--- src/mux_ctrl_pkg.sv ---
package mux_ctrl_pkg;

  // ----------------------------------------
  // Manager port count and steering types
  // ----------------------------------------
  localparam int unsigned NUM_PORTS  = 4; // Manager ports joined by the mux
  // Width of a port index, at least one bit
  localparam int unsigned PORT_IDX_W = (NUM_PORTS > 1) ? $clog2(NUM_PORTS) : 1;

  typedef logic [PORT_IDX_W-1:0] port_idx_t;  // Selects one port
  typedef logic [NUM_PORTS-1:0]  port_mask_t; // One bit per port

endpackage
--- src/axi_chan_pkg.sv ---
package axi_chan_pkg;

  import mux_ctrl_pkg::*; // Port index width widens the master side ID

  // ----------------------------------------
  // Channel widths
  // ----------------------------------------
  localparam int unsigned SLV_ID_W = 4;                     // ID at a manager port
  localparam int unsigned ADDR_W   = 32;
  localparam int unsigned DATA_W   = 32;
  localparam int unsigned STRB_W   = DATA_W / 8;            // One strobe per byte
  localparam int unsigned MST_ID_W = SLV_ID_W + PORT_IDX_W; // Port index sits on top

  // ----------------------------------------
  // AW channel
  // ----------------------------------------
  typedef struct packed {
    logic [SLV_ID_W-1:0] id;
    logic [ADDR_W-1:0]   addr;
    logic [7:0]          len;  // Beats minus one
  } slv_aw_t;

  typedef struct packed {
    logic [MST_ID_W-1:0] id;   // {port index, port ID}
    logic [ADDR_W-1:0]   addr;
    logic [7:0]          len;
  } mst_aw_t;

  // W channel, same on both sides
  typedef struct packed {
    logic [DATA_W-1:0] data;
    logic [STRB_W-1:0] strb;
    logic              last; // Final beat of the burst
  } w_t;

  // ----------------------------------------
  // B channel
  // ----------------------------------------
  typedef struct packed {
    logic [SLV_ID_W-1:0] id;
    logic [1:0]          resp;
  } slv_b_t;

  typedef struct packed {
    logic [MST_ID_W-1:0] id;
    logic [1:0]          resp;
  } mst_b_t;

endpackage

--- src/axi_mux.sv ---
`timescale 1ns/1ps

module axi_mux
  import axi_chan_pkg::*;
  import mux_ctrl_pkg::*;
#(
  parameter int unsigned MaxWTrans = 8,    // Depth of the W route FIFO
  parameter bit          SpillAw   = 1'b1, // Register on master AW
  parameter bit          SpillB    = 1'b0  // Register on master B
) (
  input  logic                    clk_i,
  input  logic                    rst_i,
  // Manager ports
  input  slv_aw_t [NUM_PORTS-1:0] slv_aw_i,
  input  port_mask_t              slv_aw_valid_i,
  output port_mask_t              slv_aw_ready_o,
  input  w_t [NUM_PORTS-1:0]      slv_w_i,
  input  port_mask_t              slv_w_valid_i,
  output port_mask_t              slv_w_ready_o,
  output slv_b_t [NUM_PORTS-1:0]  slv_b_o,
  output port_mask_t              slv_b_valid_o,
  input  port_mask_t              slv_b_ready_i,
  // Master side
  output mst_aw_t                 mst_aw_o,
  output logic                    mst_aw_valid_o,
  input  logic                    mst_aw_ready_i,
  output w_t                      mst_w_o,
  output logic                    mst_w_valid_o,
  input  logic                    mst_w_ready_i,
  input  mst_b_t                  mst_b_i,
  input  logic                    mst_b_valid_i,
  output logic                    mst_b_ready_o
);

  mst_aw_t   arb_aw; // ID already prepended
  logic      arb_aw_valid, arb_aw_ready;
  logic      w_push, w_full;
  port_idx_t w_push_idx;
  slv_b_t    slv_b;

  // ----------------------------------------
  // AW path
  // ----------------------------------------
  aw_arbiter i_aw_arbiter (
    .clk_i          ( clk_i          ),
    .rst_i          ( rst_i          ),
    .slv_aw_i       ( slv_aw_i       ),
    .slv_aw_valid_i ( slv_aw_valid_i ),
    .slv_aw_ready_o ( slv_aw_ready_o ),
    .fifo_full_i    ( w_full         ),
    .push_o         ( w_push         ),
    .push_idx_o     ( w_push_idx     ),
    .aw_o           ( arb_aw         ),
    .aw_valid_o     ( arb_aw_valid   ),
    .aw_ready_i     ( arb_aw_ready   )
  );

  spill_reg #(
    .T      ( mst_aw_t ),
    .Bypass ( !SpillAw )
  ) i_aw_spill_reg (
    .clk_i   ( clk_i          ),
    .rst_i   ( rst_i          ),
    .valid_i ( arb_aw_valid   ),
    .ready_o ( arb_aw_ready   ),
    .data_i  ( arb_aw         ),
    .valid_o ( mst_aw_valid_o ),
    .ready_i ( mst_aw_ready_i ),
    .data_o  ( mst_aw_o       )
  );

  // W path, steered by AW order
  w_route #(
    .MaxWTrans ( MaxWTrans )
  ) i_w_route (
    .clk_i         ( clk_i         ),
    .rst_i         ( rst_i         ),
    .push_i        ( w_push        ),
    .push_idx_i    ( w_push_idx    ),
    .full_o        ( w_full        ),
    .slv_w_i       ( slv_w_i       ),
    .slv_w_valid_i ( slv_w_valid_i ),
    .slv_w_ready_o ( slv_w_ready_o ),
    .w_o           ( mst_w_o       ),
    .w_valid_o     ( mst_w_valid_o ),
    .w_ready_i     ( mst_w_ready_i )
  );

  // ----------------------------------------
  // B path
  // ----------------------------------------
  b_route #(
    .SpillB ( SpillB )
  ) i_b_route (
    .clk_i         ( clk_i         ),
    .rst_i         ( rst_i         ),
    .b_i           ( mst_b_i       ),
    .b_valid_i     ( mst_b_valid_i ),
    .b_ready_o     ( mst_b_ready_o ),
    .slv_b_o       ( slv_b         ),
    .slv_b_valid_o ( slv_b_valid_o ),
    .slv_b_ready_i ( slv_b_ready_i )
  );

  assign slv_b_o = {NUM_PORTS{slv_b}}; // Valid bits pick the receiver

endmodule

--- src/b_route.sv ---
`timescale 1ns/1ps

module b_route
  import axi_chan_pkg::*;
  import mux_ctrl_pkg::*;
#(
  parameter bit SpillB = 1'b0 // Register the B path when set
) (
  input  logic       clk_i,
  input  logic       rst_i,
  input  mst_b_t     b_i,
  input  logic       b_valid_i,
  output logic       b_ready_o,
  output slv_b_t     slv_b_o,       // Same payload for every port
  output port_mask_t slv_b_valid_o,
  input  port_mask_t slv_b_ready_i
);

  mst_b_t    b_q;
  logic      b_valid_q;
  port_idx_t b_sel; // Target port from the upper ID bits

  spill_reg #(
    .T      ( mst_b_t ),
    .Bypass ( !SpillB )
  ) i_b_spill_reg (
    .clk_i   ( clk_i                ),
    .rst_i   ( rst_i                ),
    .valid_i ( b_valid_i            ),
    .ready_o ( b_ready_o            ),
    .data_i  ( b_i                  ),
    .valid_o ( b_valid_q            ),
    .ready_i ( slv_b_ready_i[b_sel] ), // Only the addressed port may stall
    .data_o  ( b_q                  )
  );

  assign b_sel = b_q.id[SLV_ID_W +: PORT_IDX_W];

  // Strip the port index
  assign slv_b_o.id   = b_q.id[SLV_ID_W-1:0];
  assign slv_b_o.resp = b_q.resp;

  assign slv_b_valid_o = b_valid_q ? (port_mask_t'(1) << b_sel) : '0;

endmodule

--- src/w_route.sv ---
`timescale 1ns/1ps

module w_route
  import axi_chan_pkg::*;
  import mux_ctrl_pkg::*;
#(
  parameter int unsigned MaxWTrans = 8 // Writes in flight on W
) (
  input  logic                 clk_i,
  input  logic                 rst_i,
  input  logic                 push_i,     // AW decision from the arbiter
  input  port_idx_t            push_idx_i,
  output logic                 full_o,
  input  w_t [NUM_PORTS-1:0]   slv_w_i,
  input  port_mask_t           slv_w_valid_i,
  output port_mask_t           slv_w_ready_o,
  output w_t                   w_o,
  output logic                 w_valid_o,
  input  logic                 w_ready_i
);

  localparam int unsigned PtrW = (MaxWTrans > 1) ? $clog2(MaxWTrans) : 1;
  localparam int unsigned CntW = $clog2(MaxWTrans + 1);

  typedef logic [PtrW-1:0] ptr_t;

  port_idx_t       fifo_q [MaxWTrans]; // Winner order of the AWs
  ptr_t            wr_ptr_q, rd_ptr_q;
  logic [CntW-1:0] cnt_q;              // Entries held
  logic            empty, pop;
  port_idx_t       head_idx;

  // ----------------------------------------
  // Decision FIFO
  // ----------------------------------------
  assign full_o   = (cnt_q == CntW'(MaxWTrans));
  assign empty    = (cnt_q == '0);
  assign head_idx = fifo_q[rd_ptr_q]; // Port owning the current burst

  always_ff @(posedge clk_i) begin
    if (rst_i) begin
      wr_ptr_q <= '0;
      rd_ptr_q <= '0;
      cnt_q    <= '0;
    end else begin
      if (push_i) wr_ptr_q <= (wr_ptr_q == ptr_t'(MaxWTrans - 1)) ? '0 : wr_ptr_q + 1'b1;
      if (pop)    rd_ptr_q <= (rd_ptr_q == ptr_t'(MaxWTrans - 1)) ? '0 : rd_ptr_q + 1'b1;
      case ({push_i, pop})
        2'b10:   cnt_q <= cnt_q + 1'b1;
        2'b01:   cnt_q <= cnt_q - 1'b1;
        default: cnt_q <= cnt_q; // Both or neither
      endcase
    end
  end

  always_ff @(posedge clk_i) begin
    if (push_i) fifo_q[wr_ptr_q] <= push_idx_i;
  end

  // ----------------------------------------
  // W steering
  // ----------------------------------------
  assign w_o = slv_w_i[head_idx];

  always_comb begin
    w_valid_o     = 1'b0;
    slv_w_ready_o = '0;
    if (!empty) begin
      w_valid_o               = slv_w_valid_i[head_idx];
      slv_w_ready_o[head_idx] = w_ready_i; // Other ports wait their turn
    end
  end

  assign pop = w_valid_o && w_ready_i && w_o.last; // Burst done, next head

  a_no_pop_empty: assert property (@(posedge clk_i) disable iff (rst_i)
    pop |-> !empty)
    else $error("W route popped while empty");

  // Head stays with one port until its last beat
  a_head_hold: assert property (@(posedge clk_i) disable iff (rst_i)
    w_valid_o && w_ready_i && !w_o.last |=> !empty && $stable(head_idx))
    else $error("W route head moved inside a burst");

endmodule

--- src/aw_arbiter.sv ---
`timescale 1ns/1ps

module aw_arbiter
  import axi_chan_pkg::*;
  import mux_ctrl_pkg::*;
(
  input  logic                    clk_i,
  input  logic                    rst_i,
  input  slv_aw_t [NUM_PORTS-1:0] slv_aw_i,
  input  port_mask_t              slv_aw_valid_i,
  output port_mask_t              slv_aw_ready_o,
  input  logic                    fifo_full_i,    // W route cannot take a decision
  output logic                    push_o,         // Record winner in W route
  output port_idx_t               push_idx_o,
  output mst_aw_t                 aw_o,
  output logic                    aw_valid_o,
  input  logic                    aw_ready_i
);

  port_idx_t rr_q, rr_d;             // Port with top priority
  logic      lock_q, lock_d;         // AW pushed but not yet taken
  port_idx_t lock_idx_q, lock_idx_d; // Port held by the lock
  port_idx_t sel_idx, gnt_idx;
  logic      sel_valid;
  slv_aw_t   gnt_aw;

  // ----------------------------------------
  // Round robin search
  // ----------------------------------------
  // Walk from the far end back to rr_q so the nearest request is kept last
  always_comb begin
    port_idx_t cand;
    sel_idx   = rr_q;
    sel_valid = 1'b0;
    for (int i = NUM_PORTS - 1; i >= 0; i--) begin
      cand = port_idx_t'((int'(rr_q) + i) % NUM_PORTS);
      if (slv_aw_valid_i[cand]) begin
        sel_idx   = cand;
        sel_valid = 1'b1;
      end
    end
  end

  assign gnt_idx    = lock_q ? lock_idx_q : sel_idx; // Lock pins the grant
  assign gnt_aw     = slv_aw_i[gnt_idx];
  assign push_idx_o = gnt_idx;

  // ID prepend, winner index above the port ID
  assign aw_o.id   = {gnt_idx, gnt_aw.id};
  assign aw_o.addr = gnt_aw.addr;
  assign aw_o.len  = gnt_aw.len;

  // ----------------------------------------
  // Handshake and lock control
  // ----------------------------------------
  always_comb begin
    lock_d         = lock_q;
    lock_idx_d     = lock_idx_q;
    rr_d           = rr_q;
    push_o         = 1'b0;
    aw_valid_o     = 1'b0;
    slv_aw_ready_o = '0;
    if (lock_q) begin
      aw_valid_o = 1'b1; // Already pushed, just wait for the transfer
      if (aw_ready_i) begin
        slv_aw_ready_o[gnt_idx] = 1'b1;
        lock_d                  = 1'b0;
      end
    end else if (sel_valid && !fifo_full_i) begin
      aw_valid_o = 1'b1;
      push_o     = 1'b1; // First cycle presented, one push only
      if (aw_ready_i) begin
        slv_aw_ready_o[gnt_idx] = 1'b1;
      end else begin
        lock_d     = 1'b1; // Stalled downstream
        lock_idx_d = sel_idx;
      end
    end
    // Next port gets priority after a transfer
    if (aw_valid_o && aw_ready_i) begin
      rr_d = (gnt_idx == port_idx_t'(NUM_PORTS - 1)) ? '0 : gnt_idx + 1'b1;
    end
  end

  always_ff @(posedge clk_i) begin
    if (rst_i) begin
      rr_q   <= '0;
      lock_q <= 1'b0;
    end else begin
      rr_q   <= rr_d;
      lock_q <= lock_d;
    end
  end

  always_ff @(posedge clk_i) begin
    lock_idx_q <= lock_idx_d; // Only read while lock_q is set
  end

  // W route FIFO must never overflow
  a_no_push_full: assert property (@(posedge clk_i) disable iff (rst_i)
    fifo_full_i |-> !push_o)
    else $error("AW pushed while W route FIFO full");

  a_one_ready: assert property (@(posedge clk_i) disable iff (rst_i)
    $onehot0(slv_aw_ready_o))
    else $error("More than one port AW ready");

endmodule

--- src/spill_reg.sv ---
`timescale 1ns/1ps

module spill_reg #(
  parameter type T      = logic, // Payload carried through
  parameter bit  Bypass = 1'b0   // Set for plain wires
) (
  input  logic clk_i,
  input  logic rst_i,
  input  logic valid_i,
  output logic ready_o,
  input  T     data_i,
  output logic valid_o,
  input  logic ready_i,
  output T     data_o
);

  if (Bypass) begin : gen_bypass
    assign valid_o = valid_i;
    assign ready_o = ready_i;
    assign data_o  = data_i;
  end else begin : gen_spill
    // Slot A takes input, slot B catches what A cannot hand on
    T     a_data_q, b_data_q;
    logic a_full_q, b_full_q;
    logic a_fill, a_drain, b_fill, b_drain;

    assign a_fill  = valid_i && ready_o;
    assign a_drain = a_full_q && !b_full_q; // A empties out or moves into B
    assign b_fill  = a_drain && !ready_i;   // Output stalled, park A in B
    assign b_drain = b_full_q && ready_i;

    always_ff @(posedge clk_i) begin
      if (rst_i) begin
        a_full_q <= 1'b0;
        b_full_q <= 1'b0;
      end else begin
        if (a_fill || a_drain) a_full_q <= a_fill; // Refill wins over drain
        if (b_fill || b_drain) b_full_q <= b_fill;
      end
    end

    always_ff @(posedge clk_i) begin
      if (a_fill) a_data_q <= data_i;
      if (b_fill) b_data_q <= a_data_q;
    end

    assign ready_o = !a_full_q || !b_full_q; // Room in at least one slot
    assign valid_o = a_full_q || b_full_q;
    assign data_o  = b_full_q ? b_data_q : a_data_q; // B is always the older item

    // Output holds while stalled, also across the A to B move
    a_hold_out: assert property (@(posedge clk_i) disable iff (rst_i)
      valid_o && !ready_i |=> valid_o && $stable(data_o))
      else $error("spill_reg output changed while stalled");
  end

endmodule

--- config.mk ---
export PLATFORM = sky130hd
export DESIGN_NAME = axi_mux
export DESIGN_NICKNAME = d
export VERILOG_FILES = /design/src/mux_ctrl_pkg.sv /design/src/axi_chan_pkg.sv /design/src/axi_mux.sv /design/src/b_route.sv /design/src/w_route.sv /design/src/aw_arbiter.sv /design/src/spill_reg.sv
export SDC_FILE = /design/constraint.sdc
export NUM_CORES = 1
export LEC_CHECK = 0
export ABC_CLOCK_PERIOD_IN_PS = 5900
export BUFFER_PORTS_ARGS = -buffer_cell sky130_fd_sc_hd__buf_2
export CORE_AREA = 4 4 180 182
export DETAILED_ROUTE_END_ITERATION = 8
export DIE_AREA = 0 0 184 186
export GPL_TIMING_DRIVEN = 0
export PLACE_DENSITY = 0.56
export REMOVE_ABC_BUFFERS = 1
export SETUP_SLACK_MARGIN = 0.05
export SLEW_MARGIN = 20
export SYNTH_ARGS = -nofsm -noshare
export SYNTH_HDL_FRONTEND = slang
export SYNTH_SLANG_ARGS = --single-unit
--- constraint.sdc ---
create_clock -name clk_i -period 5.9 [get_ports clk_i]
set_clock_uncertainty 0.2 [all_clocks]
set_input_delay 0.295 -clock clk_i [delete_from_list [all_inputs] [get_ports clk_i]]
set_output_delay 0.295 -clock clk_i [all_outputs]
set_load 0.02 [all_outputs]
# --- Word-level counts from Yosys, hierarchy flattened ---
# Memory sizes are Yosys's and may differ from the RTL's. A register that Yosys moved wholly into a read port is not among the register bits.
# Index checks and enable logic that the tools add are counted.
totals:
  memories: 1
  inputBits: 349
  ram_bits: 16
  out_inout_bits: 122
  latchBits: 0
  regBits: 109
  wordCells: 112
  rom_bits: 0
classes:
  n_div: 0
  add_sub_neg: 8
  order_cmp: 9
  reduce_logical: 20
  bitwise_logic: 3
  mux: 50
  multipliers: 0
  eq_ne: 6
  shifts: 1
mem_list:
  columns: ["name", "depth", "width", "rd", "rd_clocked_by_memory_dff", "wr", "line", "text"]
  rows:
  - ["i_w_route.fifo_q", 8, 2, 1, 1, 1, "w_route.sv:27", "port_idx_t fifo_q [MaxWTrans];"]
ops:
  columns: ["op", "count"]
  rows:
  - ["binary-select mux 44 bit (select 2 bit)", 1]
  - ["binary-select mux 37 bit (select 2 bit)", 1]
  - ["two-way mux 46 bit", 1]
  - ["two-way mux 44 bit", 1]
  - ["two-way mux 37 bit", 1]
  - ["less-than comparator 2 x 3 -> 1 bit, second input constant", 7]
  - ["two-way mux 1 bit", 21]
  - ["two-way mux 4 bit", 5]
  - ["binary-select mux 1 bit (select 2 bit)", 6]
  - ["two-way mux 2 bit", 6]
  - ["two-way mux 3 bit", 4]
  - ["logical AND 1 bit", 9]
  - ["case mux 4 bit (2 select lines)", 1]
  - ["adder 3 x 1 -> 3 bit, second input constant", 2]
  - ["== test 3 bit, second input constant", 2]
  - ["adder 2 x 1 -> 2 bit, second input constant", 2]
  - ["adder 2 bit, second input constant", 2]
  - ["adder 4 x 1 -> 4 bit, second input constant", 1]
  - ["AND 4 bit", 1]
  - ["demux 1 bit (select 2 bit)", 2]
  - ["== test 2 bit, second input constant", 2]
  - ["== test 4 bit, second input constant", 1]
  - ["greater-or-equal comparator 2 x 1 -> 1 bit, second input constant", 2]
  - ["zero test 1 bit", 4]
  - ["8 further kinds", 12]

# --- Depth between registers and ports, before layout ---
# Gate-level depths: netlist of run 1.
logic_depth:
  ltp_word: 15
  mapped_depth: 13
  depth_no_buf: 11

# --- Hierarchy ---
# Synthesis of run 1 repeated with hierarchy kept, for this count alone.
hier_totals:
  hier_cells: 704
  hier_area_um2: 8157.8
by_module_without_submodules:
  columns: ["module", "instances", "area_per_inst_um2", "seq_area_each_um2", "cells_each"]
  rows:
  - ["spill_reg (i_aw_spill_reg)", 1, 3427.0, 2802.7, 153]
  - ["w_route", 1, 2519.9, 740.7, 324]
  - ["aw_arbiter", 1, 1943.1, 120.1, 194]
  - ["axi_mux", 1, 135.1, 0.0, 18]
  - ["spill_reg (i_b_route.i_b_spill_reg)", 1, 75.1, 0.0, 10]
  - ["b_route", 1, 57.6, 0.0, 5]

# --- Least setup slack after synthesis of run 1 ---
# No wires, ideal clock.
synth_path:
  path_kind: "flip-flop to flip-flop"
  startpoint: "register i_aw_spill_reg.gen_spill.b_full_q"
  endpoint: "register i_aw_spill_reg.gen_spill.b_data_q[0] (netlist bit) (enable)"
  synth_period_minus_slack_ns: 4.938
  path_buffers: 2
  path_slack_ns: 0.962
  path_stages_with_launch: 4
  t_arrival_ns: 4.222
  required_ns: 5.184
  setup_ns: 0.516
  cell_sequence: "dfxtp_1 -> buf_1 -> clkbuf_1 -> nor3b_1"
synth_between:
  elab_chain_cells: 3
synth_lines:
  columns: ["item", "line", "text"]
  rows:
  - ["start, declared", "spill_reg.sv:24", "logic a_full_q, b_full_q;"]
  - ["start signal, assigned", "spill_reg.sv:38", "if (b_fill || b_drain) b_full_q <= b_fill;"]
  - ["zero test 1 bit", "spill_reg.sv:28", "assign a_drain = a_full_q && !b_full_q;"]
  - ["logical AND 1 bit", "spill_reg.sv:28", null]
  - ["logical AND 1 bit", "spill_reg.sv:29", "assign b_fill = a_drain && !ready_i;"]
  - ["named net i_aw_spill_reg.gen_spill.b_fill", "spill_reg.sv:25", "logic a_fill, a_drain, b_fill, b_drain;"]
  - ["end signal, assigned", "spill_reg.sv:44", "if (b_fill) b_data_q <= a_data_q;"]
  - ["end, declared", "spill_reg.sv:23", "T a_data_q, b_data_q;"]
# The timed path passes the listed nets, and every way through them passes these cells.
# A chain may end at the register's enable or synchronous reset.

==> impl_summary.txt, run 1 <==
----------------------------------------------------
[Floorplanning]
  Num rows ... between 60 and 70
  Starting utilization of the core area ... between 20% and 30%
  Top-Level Pins ... 471
  Die area ... between 30000 and 40000 um2
  Die Width ... ~180 um
  Die outline height ... roughly 190 um
  Floorplan Core Area ... between 30000 and 40000 um2

[Setup path]
  Critical Path, Cell by Cell ... mux4_2 -> mux2_4 -> mux4_2 -> and4_4 -> ha_1 -> xor2_1 -> ha_1 -> a21oi_1 -> xor2_1 -> or3_1 -> a21oi_1
  Worst path slowest cell ... mux4_2
  Worst Reg-to-Reg Cells ... 11
  Data required time of the critical path ... between 6 and 7 ns
  Worst-path fanout max ... 76
  Arrival time worst endpoint ... 4.25 ns
  Crit end category ... flop
  Startpoint class of the critical path ... flop
  Critical R2R Capture ... i_w_route.cnt_q[2]
  Setup slack of the most critical reg-to-reg path ... about 1.8 ns
  Critical path class ... reg2reg
  Worst stage delay on the critical path ... 0.60 ns

[Power and ir drop]
  Power density over the cells ... ~370 nW/um2
  Maximum VDD drop ... roughly 0.17 mV
  Total power consumption of the routed design ... ~0.0041 W
  Standby leakage power ... approximately 5.2 nW

[Placement]
  Detailed placement HPWL ... ~22000 um
  Gpl congestion ... about 0.8
  Port bufs ... 440
  Area after DPL ... approximately 10000 um2

[Synth]
  Area of the mapped netlist ... about 8000 um2
  Number of synthesis warnings ... 0
  Number of flops mapped to enable cells by yosys ... 110
  Proportion of netlist area held by the largest area contributor ... between 40% and 50%
  Flop and latch count out of synthesis ... roughly 130
  Mean post-synth cell area ... roughly 11 um2
  Cell taking the most area after synthesis ... edfxtp_1
  Mapped Cells ... 720
  Number of distinct library cells after synthesis ... 42
  Portion of the post-synthesis area used by sequential elements ... 46.7%
  Proportion of register bits with asynchronous set or reset after synthesis ... 0%
  Cell types with the highest counts after synthesis ... nand2_1, mux2i_1, edfxtp_1, mux2_2, and3_1
  Biggest area contributors in the synthesized netlist ... edfxtp_1, mux2i_1, nand2_1
  Main synth FF type ... edfxtp_1
  Leading cell type by number of instances after synthesis ... nand2_1

[Layout]
  Layout overhead on the synthesized area ... 41.1%
  Fill cell total of the finished layout ... 3165
  Area of all placed cells without fillers ... around 11000 um2
  Share of layout cells above drive strength 1 ... around half
  Post-layout util ... 36.2%
  Total number of nets in the final design ... roughly 1500

[Clock tree]
  Level count of the clock H-tree ... 4
  CTS sink cnt ... ~130
  Reg clk slew, reported paths ... around 0.07 ns
  Quantity of gates resized following cts ... 0
  Later-pin clock latency in the skew report ... a little over 0.4 ns
  TritonCTS clock tree ... done
  Cell at the root of the clock tree ... clkbuf_16
  Longest Clk Path Bufs ... 2
  Number of buffers inserted during clock tree synthesis ... 17

[Timing]
  Final period utilization ... 69.5%
  Hold_ws ... around 0.04 ns
  Max-slew violations ... 0
  RSZ-0062 raised after global routing ... no
  Number of failing hold endpoints at the final stage ... 0
  Post-route minimum period ... around 4.1 ns
  Final setup viols ... 0
  Slew headroom ... roughly a third
  Slew at the pin closest to its max-slew limit ... ~0.99 ns
  Maximum operating frequency ... approximately 0.24 GHz

[Routing]
  Post-detailed-route DRC marker count ... 0
  Post-DR vias/cell ... 4.60
  Detailed Routing Iterations Pass 1 ... 4
  WL/cell ... between 15 and 20 um
  Final antenna-violating net count ... 0
  Via count ... slightly above 7000
  Initial drt markers ... roughly 240
  Detailed Route WL ... between 20000 and 30000 um

[GRT]
  First-pass GRT wire length ... between 30000 and 40000 um
  Maximum number of pins on one net before global-route repair ... 77
  Overflow left after global routing ... 0
  Global-route usage over all layers ... 14.8%
  Antenna violations before repair ... 7
  Via count of the first global-routing pass ... approximately 7200

[Hold path]
  Hold crit path type ... in2reg
  HP Start ... slv_aw_i[72]
  Endpoint of the worst hold-timing path ... i_aw_spill_reg.gen_spill.a_data_q[28]
  Number of cells on the worst hold path ... 3

[Run status]
  Outcome ... complete, no violations

[Run]
  Maximum capacitance violations ... 0

----------------------------------------------------
-- cell families after synthesis --
logic type               synth area share, %
AO/OA/AOI/OAI                           4.63
XOR/XNOR                               0.335
adder cells (fa/ha/maj)                 1.76
buffers and inverters                   4.93
flip-flops                              46.7
multiplexers                            26.8
AND/OR/NAND/NOR                         14.8
-- where the power goes --
group / internal, W / switching [W]
registers: 0.00120 / 0.0000803
logic: 0.000705 / 0.00101
clock network: 0.000625 / 0.000427
-- area by class of cell --
cell class / count / area [um2] / area share (%)
antenna: 2 / 5.00 / 0.0453
clock buffer: 22 / 508 / 4.59
clock inverter: 10 / 85.1 / 0.769
inverter: 5 / 21.3 / 0.192
multi-input combinational: 517 / 3830 / 34.6
sequential: 128 / 3670 / 33.2
tap: 396 / 495 / 4.48
timing repair buffer: 458 / 2450 / 22.1
-- critical path, delay by kind of cell, from the launching register on --
kind | cells | cell delay (ns)
muxes | 3 | 1.74
xor gates and xnor gates | 2 | 0.26
and+or+nand+nor | 2 | 0.54
AOI/OAI and AO/OA | 2 | 0.28
adders and majority gates | 2 | 0.47
DFF | 1 | 0.53
-- routing by layer --
metal | global-route usage, % | routed length [um] | vias to the layer above
met5 | 0 | 48 | -
met4 | 4.94 | 478 | 8
met3 | 5.61 | 2830 | 35
met2 | 27.2 | 14000 | 355
met1 | 15.5 | 9690 | 3239
li1 | - | - | 3432
-- state kept, by name, indices dropped and copies added (netlist names), named ones only --
signal / cells
i_aw_spill_reg.gen_spill.a_data_q: 46
i_aw_spill_reg.gen_spill.b_data_q: 46
i_w_route.fifo_q: 16
i_w_route.cnt_q: 4
i_w_route.rd_ptr_q: 3
i_w_route.wr_ptr_q: 3
i_aw_arbiter.lock_idx_q: 2
i_aw_arbiter.rr_q: 2
i_aw_arbiter.lock_q: 1
i_aw_spill_reg.gen_spill.a_full_q: 1
i_aw_spill_reg.gen_spill.b_full_q: 1
-- worst max-delay path by stage --
stage / slack (ns) / endpoint / startpoint
6_report: 1.80 / i_w_route.cnt_q[2] / flop
5_1_grt: 1.54 / i_w_route.cnt_q[2] / flop
4_1_cts: 1.76 / i_w_route.cnt_q[2] / flop
3_5_place_dp: 1.77 / i_w_route.cnt_q[2] / flop
3_3_place_gp: -10.61 / i_aw_spill_reg.gen_spill.a_data_q[8] / slv_aw_valid_i[1]
2_1_floorplan: -6.74 / i_aw_spill_reg.gen_spill.a_data_q[45] / i_aw_arbiter.rr_q[1]
-- cells in the final DEF, fill, tap and decap left out, types with 2 or more instances in the layout --
cell       instances
a21oi_1            9
a31oi_1           36
and2_1             6
and3_1            38
buf_16             3
buf_2            440
buf_4              3
buf_6              9
buf_8              2
clkbuf_1           2
clkbuf_16         20
clkinv_4           3
dfxtp_1           17
diode_2            2
edfxtp_1         110
ha_1              11
inv_1              3
inv_4              3
inv_6              4
mux2_2            46
mux2_4             2
mux2i_1          141
mux4_2             6
nand2_1          150
nand2b_1           9
nand3_1            3
nor2_1            16
nor2b_1            4
nor3_1             5
nor3b_1            5
nor4_1             2
nor4b_1            2
o21ai_0            4
o21bai_1           2
or3_1              3
xor2_1             3
-- through the flow --
stage	std cells	TNS, ns	worst slack [ns]
after floorplan	650	-345.63	-6.74
final	1538	0	1.80
after CTS	1536	0	1.76
after global placement	1486	-682.44	-10.61
after global routing	1538	0	1.54
after detailed placement	1503	0	1.77
-- timing repair --
item	CTS	global route
hold buffers	1	0
buffers inserted	0	0
endpoints found under the hold margin	1	0
Note: power is estimated with default switching activity, not from simulation.
==> inputs of run 2 (changes only) <==
ABC_CLOCK_PERIOD_IN_PS = 3400   (was 5900)
CORE_AREA = 4 4 183 185   (was 4 4 180 182)
DIE_AREA = 0 0 187 189   (was 0 0 184 186)
clock period = 3.4 ns   (was 5.9 ns; I/O delays follow)
==> impl_summary.txt, run 2 (synthesis gave the netlist of run 1 again) <==
----------------------------------------------------
[Clock tree]
  Number of buffers inserted during clock tree synthesis ... 17 (unchanged)
  Reg clk slew, reported paths ... 0.06 ns (about the same)
  Later-pin clock latency in the skew report ... 0.42 ns (about the same)
  Longest Clk Path Bufs ... 2 (unchanged)
  CTS sink cnt ... 128 (unchanged)
  Cell at the root of the clock tree ... clkbuf_16
  TritonCTS clock tree ... done
  Level count of the clock H-tree ... 4 (unchanged)

[Floorplanning]
  Die area ... 35300 um2 (+3.3%)
  Top-Level Pins ... 471 (unchanged)
  Die outline height ... 189 um (+1.6%)
  Die Width ... 187 um (+1.6%)
  Num rows ... 66 (+3.1%)
  Floorplan Core Area ... 32000 um2 (+4.7%)
  Starting utilization of the core area ... 24.5% (-1.2 points)

[Run status]
  Failing checks ... negative setup slack
  Outcome ... finished with violations

[Placement]
  Port bufs ... 440 (unchanged)
  Detailed placement HPWL ... 22500 um (+3.9%)
  Area after DPL ... 10500 um2 (+0.30%)
  Gpl congestion ... 0.868 (+6.5%)

[Routing]
  Detailed Routing Iterations Pass 1 ... 7 (+3)
  WL/cell ... 18.3 um (+3.9%)
  Via count ... 8006 (+13%)
  Post-DR vias/cell ... 4.62 (+0.51%)
  Post-detailed-route DRC marker count ... 0 (unchanged)
  Detailed Route WL ... 31700 um (+17%)
  Final antenna-violating net count ... 0 (unchanged)
  Initial drt markers ... 271 (+12%)

[GRT]
  Overflow left after global routing ... 0 (unchanged)
  Antenna violations before repair ... 6 (-1)
  Maximum number of pins on one net before global-route repair ... 50 (-35%)
  Global-route usage over all layers ... 17.3% (+2.5 points)
  First-pass GRT wire length ... 47700 um (+22%)
  Via count of the first global-routing pass ... 8660 (+21%)

[Layout]
  Total number of nets in the final design ... 1667 (+12%)
  Area of all placed cells without fillers ... 13000 um2 (+18%)
  Most frequent standard cell in the layout excluding fill and tap cells ... buf_2
  Share of layout cells above drive strength 1 ... 44.1% (-4.2 points)
  Largest registers ranked by flip-flop count ... i_aw_spill_reg.gen_spill.a_data_q x46, i_aw_spill_reg.gen_spill.b_data_q x46, i_w_route.fifo_q x16
  Fill cell total of the finished layout ... 3139 (-0.82%)
  Post-layout util ... 40.7% (+4.6 points)
  Most frequent cells in the layout ... buf_2, dlygate4sd3_1, nand2_1
  Layout overhead on the synthesized area ... 66.4%

[Setup path]
  Crit end category ... flop
  Data required time of the critical path ... 3.56 ns (-2.48 ns)
  Worst Reg-to-Reg Cells ... 10 (-1)
  Worst-path fanout max ... 4 (-95%)
  Startpoint class of the critical path ... flop
  Critical R2R Capture ... i_w_route.cnt_q[3]
  Critical path class ... reg2reg
  Setup slack of the most critical reg-to-reg path ... -0.05 ns (-1.84 ns)
  Arrival time worst endpoint ... 3.60 ns (-0.65 ns)

[Hold path]
  Number of cells on the worst hold path ... 3 (unchanged)
  Hold crit path type ... in2reg
  Endpoint of the worst hold-timing path ... i_aw_spill_reg.gen_spill.a_data_q[7]
  HP Start ... slv_aw_i[95]

[Timing]
  Number of failing hold endpoints at the final stage ... 0 (unchanged)
  Slew at the pin closest to its max-slew limit ... 0.879 ns (-0.110 ns)
  Final period utilization ... 101% (+32 points)
  RSZ-0062 raised after global routing ... yes
  Final setup slack of the worst path ... -0.0460 ns (-1.84 ns)
  Max-slew violations ... 0 (unchanged)
  Final setup viols ... 1 (+1)
  Maximum operating frequency ... 0.290 GHz (+19%)
  Post-route minimum period ... 3.45 ns (-0.657 ns)
  Slew headroom ... 41.2% (+8.8 points)

[Power and ir drop]
  Total power consumption of the routed design ... 0.00773 W (+91%)
  Maximum VDD drop ... 0.332 mV (+90%)
  Power density over the cells ... 593 nW/um2 (+62%)
  Standby leakage power ... 6.03 nW (+15%)

[Run]
  Maximum capacitance violations ... 0 (unchanged)

----------------------------------------------------
## run 2: area by class of cell
class	count	area (um2)	area share (%)
Multi-Input combinational cell	521	4020	30.8
Inverter	5	26.3	0.201
Clock buffer	19	443	3.40
Sequential cell	128	3670	28.2
Tap cell	408	510	3.91
Timing Repair Buffer	634	4180	32.1
Antenna cell	5	12.5	0.0959
Clock inverter	13	183	1.40
## run 2: routing by layer
layer | GRT usage, % | part of all wire, % | vias to the layer above
met3 | 6.38 | 8.3 | 72
met2 | 31.7 | 52 | 408
met5 | 0 | 0.041 | -
met1 | 17.5 | 36 | 3718
li1 | - | - | 3806
met4 | 7.94 | 3.7 | 2
## run 2: critical path, cell delays in order, from the launching register on
cell	delay (ns)
dfxtp_4	0.38
mux4_2	0.54
mux2_8	0.35
mux4_2	0.46
and4_4	0.25
ha_4	0.18
nor4bb_4	0.26
a21oi_1	0.07
o22a_1	0.22
or3_4	0.34
a21oi_2	0.13
## run 2: what timing repair did
| item | CTS | global route |
|---|---|---|
| pin swaps | 4 | 4 |
| cloned | 4 | 0 |
| setup endpoints to repair | 47 | 16 |
| setup buffers | 10 | 8 |
| hold buffers | 158 | 1 |
| gates resized for setup | 9 | 14 |
| endpoints found under the hold margin | 63 | 1 |
## run 2: worst max path at each step
stage | endpoint | start | slack, ns
6_report | i_w_route.cnt_q[3] | flop | -0.05
5_1_grt | i_w_route.cnt_q[3] | flop | -0.15
4_1_cts | i_w_route.cnt_q[3] | flop | -0.05
3_5_place_dp | i_w_route.cnt_q[3] | flop | -0.76
3_3_place_gp | slv_aw_ready_o[0] | i_aw_arbiter.rr_q[1] | -13.89
2_1_floorplan | i_aw_spill_reg.gen_spill.a_data_q[45] | i_aw_arbiter.rr_q[1] | -9.24
## run 2: metrics by stage
step	instances	TNS [ns]	hold WS, ns	worst slack, ns
floorplan	650	-624.60	0.0391	-9.24
global placement	1498	-1084.08	0.140	-13.89
detailed placement	1515	-2.29	0.140	-0.762
CTS	1719	-0.0894	0.00302	-0.0469
global route	1731	-0.255	0.00453	-0.152
finish	1733	-0.0460	0.0197	-0.0460
## run 2: power by group
group | internal, W | switching, W | leakage [nW]
registers | 0.00209 | 0.000147 | 1.22
clock network | 0.00125 | 0.000702 | 0.299
logic | 0.00159 | 0.00196 | 4.51
total | 0.00492 | 0.00281 | 6.03
==> inputs of run 3 (changes only) <==
ABC_CLOCK_PERIOD_IN_PS = 4100   (was 3400)
PLACE_DENSITY = 0.54   (was 0.56)
clock period = 4.1 ns   (was 3.4 ns; I/O delays follow)
==> impl_summary.txt, run 3 (synthesis gave the netlist of run 1 again) <==
----------------------------------------------------
[Floorplanning]
  Num rows ... 66 (unchanged)
  Die area ... 35300 um2 (unchanged)
  Top-Level Pins ... 471 (unchanged)
  Floorplan Core Area ... 32000 um2 (unchanged)
  Die Width ... 187 um (unchanged)
  Die outline height ... 189 um (unchanged)
  Starting utilization of the core area ... 24.5% (unchanged)

[Setup path]
  Startpoint class of the critical path ... flop
  Arrival time worst endpoint ... 3.91 ns (+0.31 ns)
  Worst-path fanout max ... 19 (+15)
  Data required time of the critical path ... 4.25 ns (+0.69 ns)
  Setup slack of the most critical reg-to-reg path ... 0.34 ns (+0.39 ns)
  Crit end category ... flop
  Critical path class ... reg2reg

[Timing]
  Slew at the pin closest to its max-slew limit ... 0.840 ns (-0.0387 ns)
  Final setup viols ... 0 (-1)
  Post-route minimum period ... 3.76 ns (+0.313 ns)
  Total Negative Setup Slacks ... 0 ns (+0.0460 ns)
  Slew headroom ... 44.0% (+2.8 points)
  Number of failing hold endpoints at the final stage ... 0 (unchanged)
  Final period utilization ... 91.7% (-9.7 points)
  Max-slew violations ... 0 (unchanged)
  Hold_ws ... 0.00633 ns (-0.0134 ns)
  RSZ-0062 raised after global routing ... no
  Maximum operating frequency ... 0.266 GHz (-8.3%)

[Routing]
  Detailed Routing Iterations Pass 1 ... 4 (-3)
  Initial drt markers ... 275 (+1.5%)
  Via count ... 7687 (-4.0%)
  Post-DR vias/cell ... 4.56 (-1.4%)
  Final antenna-violating net count ... 0 (unchanged)
  Post-detailed-route DRC marker count ... 0 (unchanged)
  WL/cell ... 17.5 um (-4.4%)
  Detailed Route WL ... 29500 um (-6.9%)

[Clock tree]
  Level count of the clock H-tree ... 4 (unchanged)
  Reg clk slew, reported paths ... 0.06 ns (about the same)
  TritonCTS clock tree ... done
  Later-pin clock latency in the skew report ... 0.42 ns (about the same)
  Longest Clk Path Bufs ... 2 (unchanged)
  Number of buffers inserted during clock tree synthesis ... 17 (unchanged)
  Cell at the root of the clock tree ... clkbuf_16
  CTS sink cnt ... 128 (unchanged)

[Layout]
  Layout overhead on the synthesized area ... 58.9%
  Total number of nets in the final design ... 1625 (-2.5%)
  Share of layout cells above drive strength 1 ... 43.6% (-0.51 points)
  Post-route non-filler standard cell count ... 1687 (-2.7%)
  Most frequent cells in the layout ... buf_2, nand2_1, mux2i_1
  Area of all placed cells without fillers ... 12500 um2 (-4.5%)
  Most frequent standard cell in the layout excluding fill and tap cells ... buf_2
  Largest registers ranked by flip-flop count ... i_aw_spill_reg.gen_spill.a_data_q x46, i_aw_spill_reg.gen_spill.b_data_q x46, i_w_route.fifo_q x16

[Power and ir drop]
  Maximum VDD drop ... 0.238 mV (-28%)
  Standby leakage power ... 5.82 nW (-3.6%)
  Power density over the cells ... 494 nW/um2 (-17%)
  Total power consumption of the routed design ... 0.00615 W (-20%)

[Hold path]
  Hold crit path type ... in2reg

[GRT]
  First-pass GRT wire length ... 43900 um (-8.0%)
  Antenna violations before repair ... 3 (-3)
  Via count of the first global-routing pass ... 7979 (-7.9%)
  Overflow left after global routing ... 0 (unchanged)
  Maximum number of pins on one net before global-route repair ... 77 (+54%)
  Global-route usage over all layers ... 15.8% (-1.5 points)

[Run]
  Maximum capacitance violations ... 0 (unchanged)

[Placement]
  Area after DPL ... 10500 um2 (-0.12%)
  Cell count after placement ... 1515 (unchanged)
  Gpl congestion ... 0.920 (+6.0%)
  Port bufs ... 440 (unchanged)
  Detailed placement HPWL ... 22100 um (-1.9%)

[Run status]
  Outcome ... complete, no violations

----------------------------------------------------
run 3: changes by cell type in the layout (fill, tap and decap cells not counted), sizes merged:
| cell | before | now |
|---|---|---|
| dlygate4sd3 | 159 | 132 |
| clkinv | 4 | 8 |
| buf | 475 | 462 |
| clkinvlp | 2 | 1 |
| bufinv | 4 | 3 |
| mux4 | 8 | 6 |
| inv | 8 | 6 |
| diode | 5 | 1 |
run 3: critical path: stages (launching register included):
cell     delay [ns]
dfxtp_2        0.43
mux4_2         0.58
mux2_8         0.41
mux4_2         0.51
and4_4         0.23
ha_1           0.27
xor2_1         0.17
ha_1           0.20
a21oi_1        0.15
xor2_1         0.09
or3_1          0.31
a21oi_1        0.14
run 3: worst paths after layout:
check	endpoint	cells after the start	start
hold reg to reg	i_aw_spill_reg.gen_spill.b_data_q[18]	0	i_aw_spill_reg.gen_spill.a_data_q[18]
setup reg to reg	i_w_route.cnt_q[2]	11	flop
setup / recovery	i_w_route.cnt_q[2]	11	flop
hold / removal	i_aw_spill_reg.gen_spill.a_data_q[12]	3	slv_aw_i[56]
run 3: area by class of cell:
class,instances,area [um2]
Antenna cell,1,2.50
Clock buffer,19,433
Clock inverter,13,144
Fill cell,3234,19600
Inverter,5,21.3
Multi-Input combinational cell,519,3880
Sequential cell,128,3670
Tap cell,408,510
Timing Repair Buffer,594,3800
run 3: stage by stage:
step                util (%)  setup slack (ns)
global placement        31.8            -13.21
floorplan                  -             -8.54
finish                  38.9             0.341
CTS                     38.6            0.0733
global route            38.9             0.123
detailed placement      32.7           -0.0771
run 3: report_power, final:
group | internal (W) | switching, W
combinational | 0.00125 | 0.00156
clock | 0.000945 | 0.000547
sequential | 0.00173 | 0.000116
run 3: per-layer routing:
metal / part of all wire (%) / GRT usage [%] / up-vias
li1: - / - / 3713
met1: 36 / 16.2 / 3567
met2: 53 / 29.3 / 375
met3: 8.9 / 6.32 / 28
met4: 2.0 / 4.95 / 4
met5: 0.088 / 0 / -
run 3: repair_timing:
action	in CTS	in global routing
resized for setup	3	1
hold endpoints to repair	60	0
cloned	0	2
pin swaps	0	1
setup endpoints to repair	5	18
hold buffers	132	0
buffers inserted	0	5
